### src/logic/scaler_pkg.sv
/* Shared channel count, sample, gain and product types,
   and the packed structs passed between the scaler stages */

package scaler_pkg;

    // Four channels, picked by a two-bit select
    localparam int num_ch = 4;

    // Signed input sample
    typedef logic signed [7:0] sample_t;

    // Signed per-channel gain
    typedef logic signed [7:0] gain_t;

    // Full signed sample times gain, no truncation
    typedef logic signed [15:0] product_t;

    // Channel index, used for output select and gain write index
    typedef logic [1:0] chan_sel_t;

    // Captured sample set, capture to core (35 bits)
    typedef struct packed {
        logic      valid;
        chan_sel_t sel;
        sample_t   ch3;
        sample_t   ch2;
        sample_t   ch1;
        sample_t   ch0;
    } sample_set_t;

    // Gains bound to one sample set (32 bits)
    typedef struct packed {
        gain_t ch3;
        gain_t ch2;
        gain_t ch1;
        gain_t ch0;
    } gain_set_t;

    // Registered products, core to output side (67 bits)
    typedef struct packed {
        logic      valid;
        chan_sel_t sel;
        product_t  ch3;
        product_t  ch2;
        product_t  ch1;
        product_t  ch0;
    } product_set_t;

endpackage
### src/logic/channel_scaler_top.sv
/* Four-channel sample scaler top, capture to Booth core
   to select and saturate, three cycles in all */

`timescale 1ns/1ps

module channel_scaler_top #(
    parameter int op_w  = 8,
    parameter int out_w = 8
) (
    input  logic                                         clk,
    input  logic                                         arst_n,
    input  logic                                         in_strobe,
    input  scaler_pkg::sample_t [scaler_pkg::num_ch-1:0] in_samples,
    input  scaler_pkg::chan_sel_t                        in_sel,
    input  logic                                         gain_wr,
    input  scaler_pkg::chan_sel_t                        gain_idx,
    input  scaler_pkg::gain_t                            gain_value,
    output logic                                         out_valid,
    output logic signed [out_w-1:0]                      out_data,
    output logic                                         out_ovf
);

    // Stage links
    scaler_pkg::sample_set_t  sample_set;
    scaler_pkg::gain_set_t    gain_set;
    scaler_pkg::product_set_t product_set;

    // Cycle 1, samples and gain snapshot
    sample_capture u_capture (
        .clk       (clk),
        .arst_n    (arst_n),
        .in_strobe (in_strobe),
        .in_samples(in_samples),
        .in_sel    (in_sel),
        .gain_wr   (gain_wr),
        .gain_idx  (gain_idx),
        .gain_value(gain_value),
        .sample_set(sample_set),
        .gain_set  (gain_set)
    );

    // Cycle 2, multiply all channels
    scaler_core #(
        .op_w(op_w)
    ) u_core (
        .clk        (clk),
        .arst_n     (arst_n),
        .sample_set (sample_set),
        .gain_set   (gain_set),
        .product_set(product_set)
    );

    // Cycle 3, pick and clamp
    channel_select_sat #(
        .out_w(out_w)
    ) u_out (
        .clk        (clk),
        .arst_n     (arst_n),
        .product_set(product_set),
        .out_valid  (out_valid),
        .out_data   (out_data),
        .out_ovf    (out_ovf)
    );

endmodule

### src/logic/channel_select_sat.sv
/* Output stage, channel pick, signed saturation to out_w bits,
   registered data with strobe and overflow flag */

`timescale 1ns/1ps

module channel_select_sat #(
    parameter int out_w = 8
) (
    input  logic                     clk,
    input  logic                     arst_n,
    input  scaler_pkg::product_set_t product_set,
    output logic                     out_valid,
    output logic signed [out_w-1:0]  out_data,
    output logic                     out_ovf
);

    // Signed limits of the output width in product width
    localparam scaler_pkg::product_t sat_max = scaler_pkg::product_t'((1 <<< (out_w - 1)) - 1);
    localparam scaler_pkg::product_t sat_min = scaler_pkg::product_t'(-(1 <<< (out_w - 1)));

    scaler_pkg::product_t    picked;
    scaler_pkg::product_t    clipped;
    logic                    ovf;
    logic signed [out_w-1:0] sat_data;

    // Channel mux
    always_comb begin
        case (product_set.sel)
            2'd0:    picked = product_set.ch0;
            2'd1:    picked = product_set.ch1;
            2'd2:    picked = product_set.ch2;
            default: picked = product_set.ch3;
        endcase
    end

    // Clamp to the nearer limit and flag the clipping
    always_comb begin
        clipped = picked;
        ovf     = 1'b0;
        if (picked > sat_max) begin
            clipped = sat_max;
            ovf     = 1'b1;
        end else if (picked < sat_min) begin
            clipped = sat_min;
            ovf     = 1'b1;
        end
    end

    // After clamping the low out_w bits hold the whole value
    assign sat_data = clipped[out_w-1:0];

    // Data and flag hold between results
    always_ff @(posedge clk or negedge arst_n) begin
        if (!arst_n) begin
            out_valid <= 1'b0;
            out_data  <= '0;
            out_ovf   <= 1'b0;
        end else begin
            out_valid <= product_set.valid;
            if (product_set.valid) begin
                out_data <= sat_data;
                out_ovf  <= ovf;
            end
        end
    end

    // Every result leaves with a resolved flag and data
    a_result_known: assert property (@(posedge clk) disable iff (!arst_n)
        out_valid |-> !$isunknown({out_ovf, out_data}));

endmodule

### src/logic/scaler_core.sv
/* Processing stage, four Booth multipliers with the products
   registered alongside the select and valid */

`timescale 1ns/1ps

module scaler_core #(
    parameter int op_w = 8
) (
    input  logic                     clk,
    input  logic                     arst_n,
    input  scaler_pkg::sample_set_t  sample_set,
    input  scaler_pkg::gain_set_t    gain_set,
    output scaler_pkg::product_set_t product_set
);

    // Per-channel operand views of the incoming structs
    scaler_pkg::sample_t samples [scaler_pkg::num_ch];
    scaler_pkg::gain_t   gains   [scaler_pkg::num_ch];

    // Combinational products, straight from the multipliers
    logic signed [2*op_w-1:0] prod [scaler_pkg::num_ch];

    // Registered stage outputs
    scaler_pkg::product_t  prod_q [scaler_pkg::num_ch];
    scaler_pkg::chan_sel_t sel_q;
    logic                  valid_q;

    assign samples[0] = sample_set.ch0;
    assign samples[1] = sample_set.ch1;
    assign samples[2] = sample_set.ch2;
    assign samples[3] = sample_set.ch3;

    assign gains[0] = gain_set.ch0;
    assign gains[1] = gain_set.ch1;
    assign gains[2] = gain_set.ch2;
    assign gains[3] = gain_set.ch3;

    // One multiplier per channel, sample times its gain
    for (genvar c = 0; c < scaler_pkg::num_ch; c++) begin : g_mult
        booth_multiplier #(
            .op_w(op_w)
        ) u_mult (
            .multiplicand(samples[c]),
            .multiplier  (gains[c]),
            .product     (prod[c])
        );
    end

    always_ff @(posedge clk or negedge arst_n) begin
        if (!arst_n) begin
            valid_q <= 1'b0;
        end else begin
            valid_q <= sample_set.valid;
        end
    end

    // Loaded every cycle so sets can follow each other without gaps
    always_ff @(posedge clk) begin
        sel_q <= sample_set.sel;
        for (int i = 0; i < scaler_pkg::num_ch; i++) begin
            prod_q[i] <= prod[i];
        end
    end

    assign product_set = '{valid: valid_q, sel: sel_q,
                           ch3: prod_q[3], ch2: prod_q[2],
                           ch1: prod_q[1], ch0: prod_q[0]};

    // Valid must resolve once capture is out of reset
    a_valid_known: assert property (@(posedge clk) disable iff (!arst_n)
        !$isunknown(valid_q));

endmodule

### src/logic/sample_capture.sv
/* Input stage with the four channel gain registers and the
   sample set register loaded on each input strobe */

`timescale 1ns/1ps

module sample_capture (
    input  logic                                         clk,
    input  logic                                         arst_n,
    input  logic                                         in_strobe,
    input  scaler_pkg::sample_t [scaler_pkg::num_ch-1:0] in_samples,
    input  scaler_pkg::chan_sel_t                        in_sel,
    input  logic                                         gain_wr,
    input  scaler_pkg::chan_sel_t                        gain_idx,
    input  scaler_pkg::gain_t                            gain_value,
    output scaler_pkg::sample_set_t                      sample_set,
    output scaler_pkg::gain_set_t                        gain_set
);

    // Live gain registers, written through gain_wr
    scaler_pkg::gain_t gain_q [scaler_pkg::num_ch];

    // Sample set payload and its strobe
    scaler_pkg::sample_t [scaler_pkg::num_ch-1:0] samples_q;
    scaler_pkg::chan_sel_t                        sel_q;
    logic                                         valid_q;

    // Gains frozen with the samples, so a later write cannot reach them
    scaler_pkg::gain_set_t gain_snap_q;

    // Gains come out of reset as one, the identity scale
    always_ff @(posedge clk or negedge arst_n) begin
        if (!arst_n) begin
            for (int i = 0; i < scaler_pkg::num_ch; i++) begin
                gain_q[i] <= scaler_pkg::gain_t'(1);
            end
        end else if (gain_wr) begin
            gain_q[gain_idx] <= gain_value;
        end
    end

    // Valid tracks the strobe every cycle
    always_ff @(posedge clk or negedge arst_n) begin
        if (!arst_n) begin
            valid_q <= 1'b0;
        end else begin
            valid_q <= in_strobe;
        end
    end

    // Samples, select and gain snapshot load together on the strobe
    // A write in the same cycle is not yet visible in gain_q
    always_ff @(posedge clk) begin
        if (in_strobe) begin
            samples_q   <= in_samples;
            sel_q       <= in_sel;
            gain_snap_q <= '{ch3: gain_q[3], ch2: gain_q[2], ch1: gain_q[1], ch0: gain_q[0]};
        end
    end

    assign sample_set = '{valid: valid_q, sel: sel_q,
                          ch3: samples_q[3], ch2: samples_q[2],
                          ch1: samples_q[1], ch0: samples_q[0]};
    assign gain_set   = gain_snap_q;

    // Indices must be clean whenever their strobe is taken
    a_sel_known: assert property (@(posedge clk) disable iff (!arst_n)
        in_strobe |-> !$isunknown(in_sel));
    a_gain_idx_known: assert property (@(posedge clk) disable iff (!arst_n)
        gain_wr |-> !$isunknown(gain_idx));

endmodule

### src/logic/booth_multiplier.sv
/* Combinational radix-2 Booth multiplier, signed operands,
   full double-width signed product */

`timescale 1ns/1ps

module booth_multiplier #(
    parameter int op_w = 8
) (
    input  logic signed [op_w-1:0]   multiplicand,
    input  logic signed [op_w-1:0]   multiplier,
    output logic signed [2*op_w-1:0] product
);

    // Multiplicand sign-extended to the product width
    logic signed [2*op_w-1:0] mcand_ext;

    // Multiplier with the implicit zero below bit 0
    logic [op_w:0] mplier_ext;

    // Running partial sum
    logic signed [2*op_w-1:0] accum;

    assign mcand_ext  = {{op_w{multiplicand[op_w-1]}}, multiplicand};
    assign mplier_ext = {multiplier, 1'b0};

    // Scan each bit pair, low to high
    // 01 ends a run of ones, add; 10 starts one, subtract
    always_comb begin
        accum = '0;
        for (int i = 0; i < op_w; i++) begin
            case (mplier_ext[i +: 2])
                2'b01: begin
                    accum = accum + (mcand_ext <<< i);
                end
                2'b10: begin
                    accum = accum - (mcand_ext <<< i);
                end
                default: begin
                    accum = accum;
                end
            endcase
        end
    end

    // The whole product, the top pair of the multiplier carries its sign
    assign product = accum;

endmodule

### config.mk
export PLATFORM = sky130hd
export DESIGN_NAME = channel_scaler_top
export DESIGN_NICKNAME = d
export VERILOG_FILES = /design/src/logic/scaler_pkg.sv /design/src/logic/channel_scaler_top.sv /design/src/logic/channel_select_sat.sv /design/src/logic/scaler_core.sv /design/src/logic/sample_capture.sv /design/src/logic/booth_multiplier.sv
export SDC_FILE = /design/constraint.sdc
export NUM_CORES = 1
export LEC_CHECK = 0
export BUFFER_PORTS_ARGS = -buffer_cell sky130_fd_sc_hd__buf_4
export CAP_MARGIN = 30
export CORE_MARGIN = 4
export CORE_UTILIZATION = 30
export DETAILED_ROUTE_END_ITERATION = 7
export PLACE_DENSITY = 0.49
export SYNTH_ARGS = -nofsm -noshare
export SYNTH_HDL_FRONTEND = slang
export SYNTH_HIERARCHICAL = 1
export SYNTH_SLANG_ARGS = --single-unit
### constraint.sdc
create_clock -name clk -period 12.9 [get_ports clk]
set_input_delay 2.58 -clock clk [delete_from_list [all_inputs] [get_ports clk]]
set_output_delay 2.58 -clock clk [all_outputs]
set_load 0.02 [all_outputs]
## Word level (Yosys, flattened, before mapping)

Memories as Yosys holds them, arrays and structs flattened.
Index checks and enable logic that the tools add are counted.

| word-level totals | value |
|---|---|
| input port bits | 48 |
| register bits | 112 |
| RAM bits | 64 |
| memories kept | 1 |
| output and inout bits | 10 |

| operators by class | value |
|---|---|
| add/subtract/negate cells | 60 |
| bitwise gates (word level) | 1 |
| equal/unequal tests | 58 |
| order comparisons | 4 |
| reduce and logical (&&, ||, !) cells | 2 |
| mux-type cells | 40 |

Memories:

| memory | depth | width | rd ports | clocked after memory_dff | write ports | line | source |
|---|---|---|---|---|---|---|---|
| u_core.prod_q | 4 | 16 | 4 | 0 | 4 | scaler_core.sv:24 | `scaler_pkg::product_t prod_q [scaler_pkg::num_ch];` |

Operators with widths:

| cell | count |
|---|---|
| 16-bit one-hot mux with 2 select lines | 28 |
| 16-bit by 10-bit adder with 16-bit output | 4 |
| 16-bit by 11-bit adder with 16-bit output | 4 |
| 16-bit by 12-bit adder with 16-bit output | 4 |
| 16-bit by 13-bit adder with 16-bit output | 4 |
| 16-bit by 14-bit adder with 16-bit output | 4 |
| 16-bit by 15-bit adder with 16-bit output | 4 |
| 16-bit by 9-bit adder with 16-bit output | 4 |
| 16-bit two-way mux | 4 |
| 16-bit by 10-bit subtractor with 16-bit output | 4 |
| 16-bit by 11-bit subtractor with 16-bit output | 4 |
| 16-bit by 12-bit subtractor with 16-bit output | 4 |
| 16-bit by 13-bit subtractor with 16-bit output | 4 |
| 16-bit by 14-bit subtractor with 16-bit output | 4 |
| 16-bit by 15-bit subtractor with 16-bit output | 4 |
| 16-bit by 9-bit subtractor with 16-bit output | 4 |
| 2-bit by 1-bit == test with 1-bit output (second input constant) | 29 |
| 2-bit == test (second input constant) | 29 |
| 16-bit one-hot mux with 3 select lines | 1 |
| 1-bit by 8-bit subtractor with 9-bit output (first input constant) | 4 |
| 32-bit bitwise mux | 1 |
| 8-bit two-way mux | 3 |
| 8-bit demux with 2-bit select | 1 |
| 16-bit by 8-bit greater-than comparator with 1-bit output (second input constant) | 1 |
| 7 further kinds | 8 |

## Depth between registers and ports, before layout

| depth | value |
|---|---|
| word-level depth | 16 |
| gate-level depth with buffers | 62 |

## Hierarchy

The synthesis kept the hierarchy.

By module, submodules not included:

| module | instances | seq. area each (µm²) | cells an instance | area each (µm²) |
|---|---|---|---|---|
| booth_multiplier at u_core.g_mult[0].u_mult | 1 | 0.0 | 844 | 5860.6 |
| booth_multiplier at u_core.g_mult[3].u_mult | 1 | 0.0 | 851 | 5813.1 |
| booth_multiplier at u_core.g_mult[2].u_mult | 1 | 0.0 | 820 | 5775.5 |
| booth_multiplier at u_core.g_mult[1].u_mult | 1 | 0.0 | 782 | 5487.8 |
| sample_capture | 1 | 2812.7 | 136 | 3231.8 |
| scaler_core | 1 | 1346.3 | 68 | 1353.8 |
| channel_select_sat | 1 | 250.2 | 64 | 944.7 |

## Worst setup path before layout

Ideal clock, no wire load.

| path | value |
|---|---|
| path type | reg2reg |
| from | reg u_capture.gain_snap_q (netlist bit u_capture/gain_set[0]) |
| to | mem u_core/prod_q[0][15] (netlist name) |
| buffers on the path | 4 |
| setup slack | 2.014 ns |
| arrival | 10.765 ns |
| stages on the path, launching flop included | 59 |
| path through | edfxtp_1 > buf_2 > inv_1 > clkbuf_1 > ha_1 > buf_2 > buf_1 > mux2_2 > fa_1 > a211oi_1 > a41oi_2 > xnor2_1 > nand2_1 > xnor2_1 > ha_1 > nor2_1 > nor2_1 > o41a_1 > (+23 left out) > nor2_1 > a311oi_1 > nand2_1 > ha_1 > xor2_1 > nor2_1 > a31oi_2 > ha_1 > o21ai_0 > nand2b_1 > a21oi_1 > xor2_1 > nor2_1 > xor2_1 > xnor2_1 > xnor2_1 > xnor2_1 > xnor2_1 |

RTL lines:

| item | line | source |
|---|---|---|
| start: declaration | sample_capture.sv:28 | `scaler_pkg::gain_set_t gain_snap_q;` |
| start signal: assignment | sample_capture.sv:56 | `gain_snap_q <= '{ch3: gain_q[3], ch2: gain_q[2], ch1: gain_q[1], ch0: gain_q[0]};` |
| end: declaration | scaler_core.sv:24 |  |

==> results.tsv <==
metric	value	unit
status	finished clean	
RSZ-0062 raised after global routing	no	
CORE AREA	0.0937	mm²
synthesized area	0.0285	mm²
setup tns final	0	ps
largest net degree at the start of global routing	68	
Setup violations, final	0	
number of global-route vias before repair	23500	
clk slew on worst S/H paths	80	ps
R2R Setup Slk	1030	ps
Clock Path Buffers	2	
final instance area	0.0307	mm²
fraction of final layout cells with drive strength greater than 1	0.112	
synth warn	6	
number of library cell types mapped by synthesis	144	
gpl congestion	0.806	
fin crit share	0.920	
CP Class	reg -> reg	
DR pass1 iterations	7	
hpwl dp	62.2	mm
die area	0.0999	mm²
Post-synth EDFFs	66	
multi-input logic area	0.0224	mm²
CP Data Required Time	13250	ps
Net Count, Synth	3941	
I/O pins	58	
Commonest cells post-synth	443 x nor2_1, 353 x xnor2_1, 300 x ha_1	
clock sink count	176	
Initial Util	0.304	
Worst Path Max Fanout	19	
hold crit path type	reg -> reg	
initial antenna violation count	2	
first-pass GRT wire length	126	mm
most numerous cell in the Yosys netlist	nor2_1	
Antenna Nets Post-Route	0	
CP arrival	12230	ps
DIE WIDTH	316	µm
Final Skew	16.6	ps
Crit path largest cell delay	570	ps
Post-synth top flop	edfxtp_1	
most used cell, CP	xnor2_1	
average size of a mapped cell	7.99	µm²
Via density	5.09	
synthesis-stage register bit count	176	
Via Count	24300	
area leader, netlist	ha_1	
WL/cell	16.1	µm
startpoint types	register	
final wirelength	77.1	mm
max_slew headroom	0.392	
Final min period	11870	ps
Worst-Margin Slew	912	ps
TritonCTS clock tree	yes	
Die H	316	µm
Final Slew Violations	0	
ranking of synthesized cells by area	ha_1 13%, xnor2_1 11%, edfxtp_1 7.0%, nor2_1 5.8%, a21oi_1 5.0%	
CTS H-tree depth	4	
Post-route DRC	0	
Seq/Total Area, Yosys	0.155	
Worst path slowest cell	edfxtp_1	
clock insertion delay at the later pin of the skew report	470	ps
Port Buffers	57	
Max Freq	84.2	MHz
Clock Root Buffer	clkbuf_16	
grt ovf	0	
CP Capture Type	register	
dpl cell area	0.0300	mm²
final hold viol count	0	
Area growth syn-to-layout	7.94	%
max-cap viol count	0	
Site Rows	112	
GRT Util Overall	0.153	
ys async rst share	0.250	
fillers	9939	
register area	0.00441	mm²
Synth Instances	3565	
CTS buffer count	17	
initial detailed-routing violation count	1239	
Yosys top cell area share	0.132	
Post-layout nets	3892	
==> metal layers <==
| layer | GRT usage | vias to the layer above | share of wire |
|---|---|---|---|
| li1 | - | 12600 | - |
| met1 | 0.215 | 11400 | 0.50 |
| met2 | 0.258 | 296 | 0.46 |
| met3 | 0.0155 | 47 | 0.025 |
| met4 | 0.0261 | 0 | 0.011 |
| met5 | 0 | - | 0 |
==> state kept, by name, summed over array words and instances, names as in the netlist <==
name	cells
u_capture/gain_q	32
u_capture/gain_set	32
u_capture/sample_set	32
u_capture/sel_q	2
u_capture/valid_q	1
u_core/prod_q	64
u_core/sel_q	2
u_core/valid_q	1
u_out/out_data	8
u_out/out_ovf	1
u_out/out_valid	1
==> logic make-up (layout without fill, tap and decap cells) <==
logic type               count (synthesis)  in the layout  synth area share
AO/OA/AOI/OAI                          921            921             0.222
adder cells (fa/ha/maj)                330            330             0.152
multiplexers                           219            219            0.0901
other                                    0              1                 0
flip-flops                             176            176             0.155
buffers and inverters                  412            376            0.0596
AND/OR/NAND/NOR                       1078           1078             0.187
XOR/XNOR                               429            429             0.134
==> final cells by class <==
type | instances | area share
antenna | 1 | 0.0000814
clock buffer | 17 | 0.0138
clock inverter | 15 | 0.00704
inverter | 235 | 0.0287
multi-input combinational | 2977 | 0.728
sequential | 176 | 0.143
tap | 1254 | 0.0511
timing repair buffer | 109 | 0.0278
==> final timing paths <==
path | to | from | cells after the start
worst max-delay path | u_core/prod_q[0][15]$_DFF_P_ | u_capture/gain_set[0]$_DFFE_PP_ | 58
worst min-delay path | u_core/sel_q[1]$_DFF_P_ | u_capture/sel_q[1]$_DFFE_PP_ | 0
worst max register to register | u_core/prod_q[0][15]$_DFF_P_ | u_capture/gain_set[0]$_DFFE_PP_ | 58
worst min register to register | u_core/sel_q[1]$_DFF_P_ | u_capture/sel_q[1]$_DFFE_PP_ | 0
max in group asynchronous | u_capture/gain_q[20]$_DFFE_PN0P_ | arst_n | 1
min in group asynchronous | u_capture/gain_q[1]$_DFFE_PN0P_ | arst_n | 1
==> timing repair <==
| action | in CTS | in global routing |
|---|---|---|
| hold buffers | 0 | 0 |
| hold endpoints to repair | 0 | 0 |
| gates resized for setup | 0 | 4 |
| setup buffers | 0 | 7 |
| setup endpoints to repair | 0 | 2 |
==> cell usage in the layout, fill, tap and decap left out, types with 33 or more instances in the layout <==
cell	count
nor2_1	443
xnor2_1	353
ha_1	297
a21oi_1	285
nand2_1	239
inv_1	225
o21ai_0	166
buf_4	105
mux2i_1	98
mux2_2	96
a21o_1	91
nor3_1	72
xor2_1	71
edfxtp_1	66
dfxtp_1	66
o21bai_1	48
nand2b_1	47
nand3_1	43
dfrtp_1	40
o31ai_1	40
o21a_1	38
and2_1	33
==> critical path: cells and delay by family (launching register included) <==
family | cells | cell delay (ps)
AO/OA/AOI/OAI | 16 | 3410
adder cells (fa/ha/maj) | 8 | 2840
XOR/XNOR | 13 | 2090
AND/OR/NAND/NOR | 16 | 1910
multiplexers | 3 | 630
flip-flops | 1 | 570
buffers and inverters | 2 | 310
==> metrics by stage <==
stage          instances  utilization  setup slack (ps)  hold slack [ps]
6_report            4784        0.328              1030              348
5_1_grt             4783        0.328              17.0              356
4_1_cts             4774        0.327               767              350
3_5_place_dp        4742        0.320               825              331
3_3_place_gp        4740        0.320              1030              330
2_1_floorplan       3565            -              2010              323
Power is left out: the tool's default activity adds up to more than one toggle a clock period on the data nets, which glitch-free logic cannot reach.
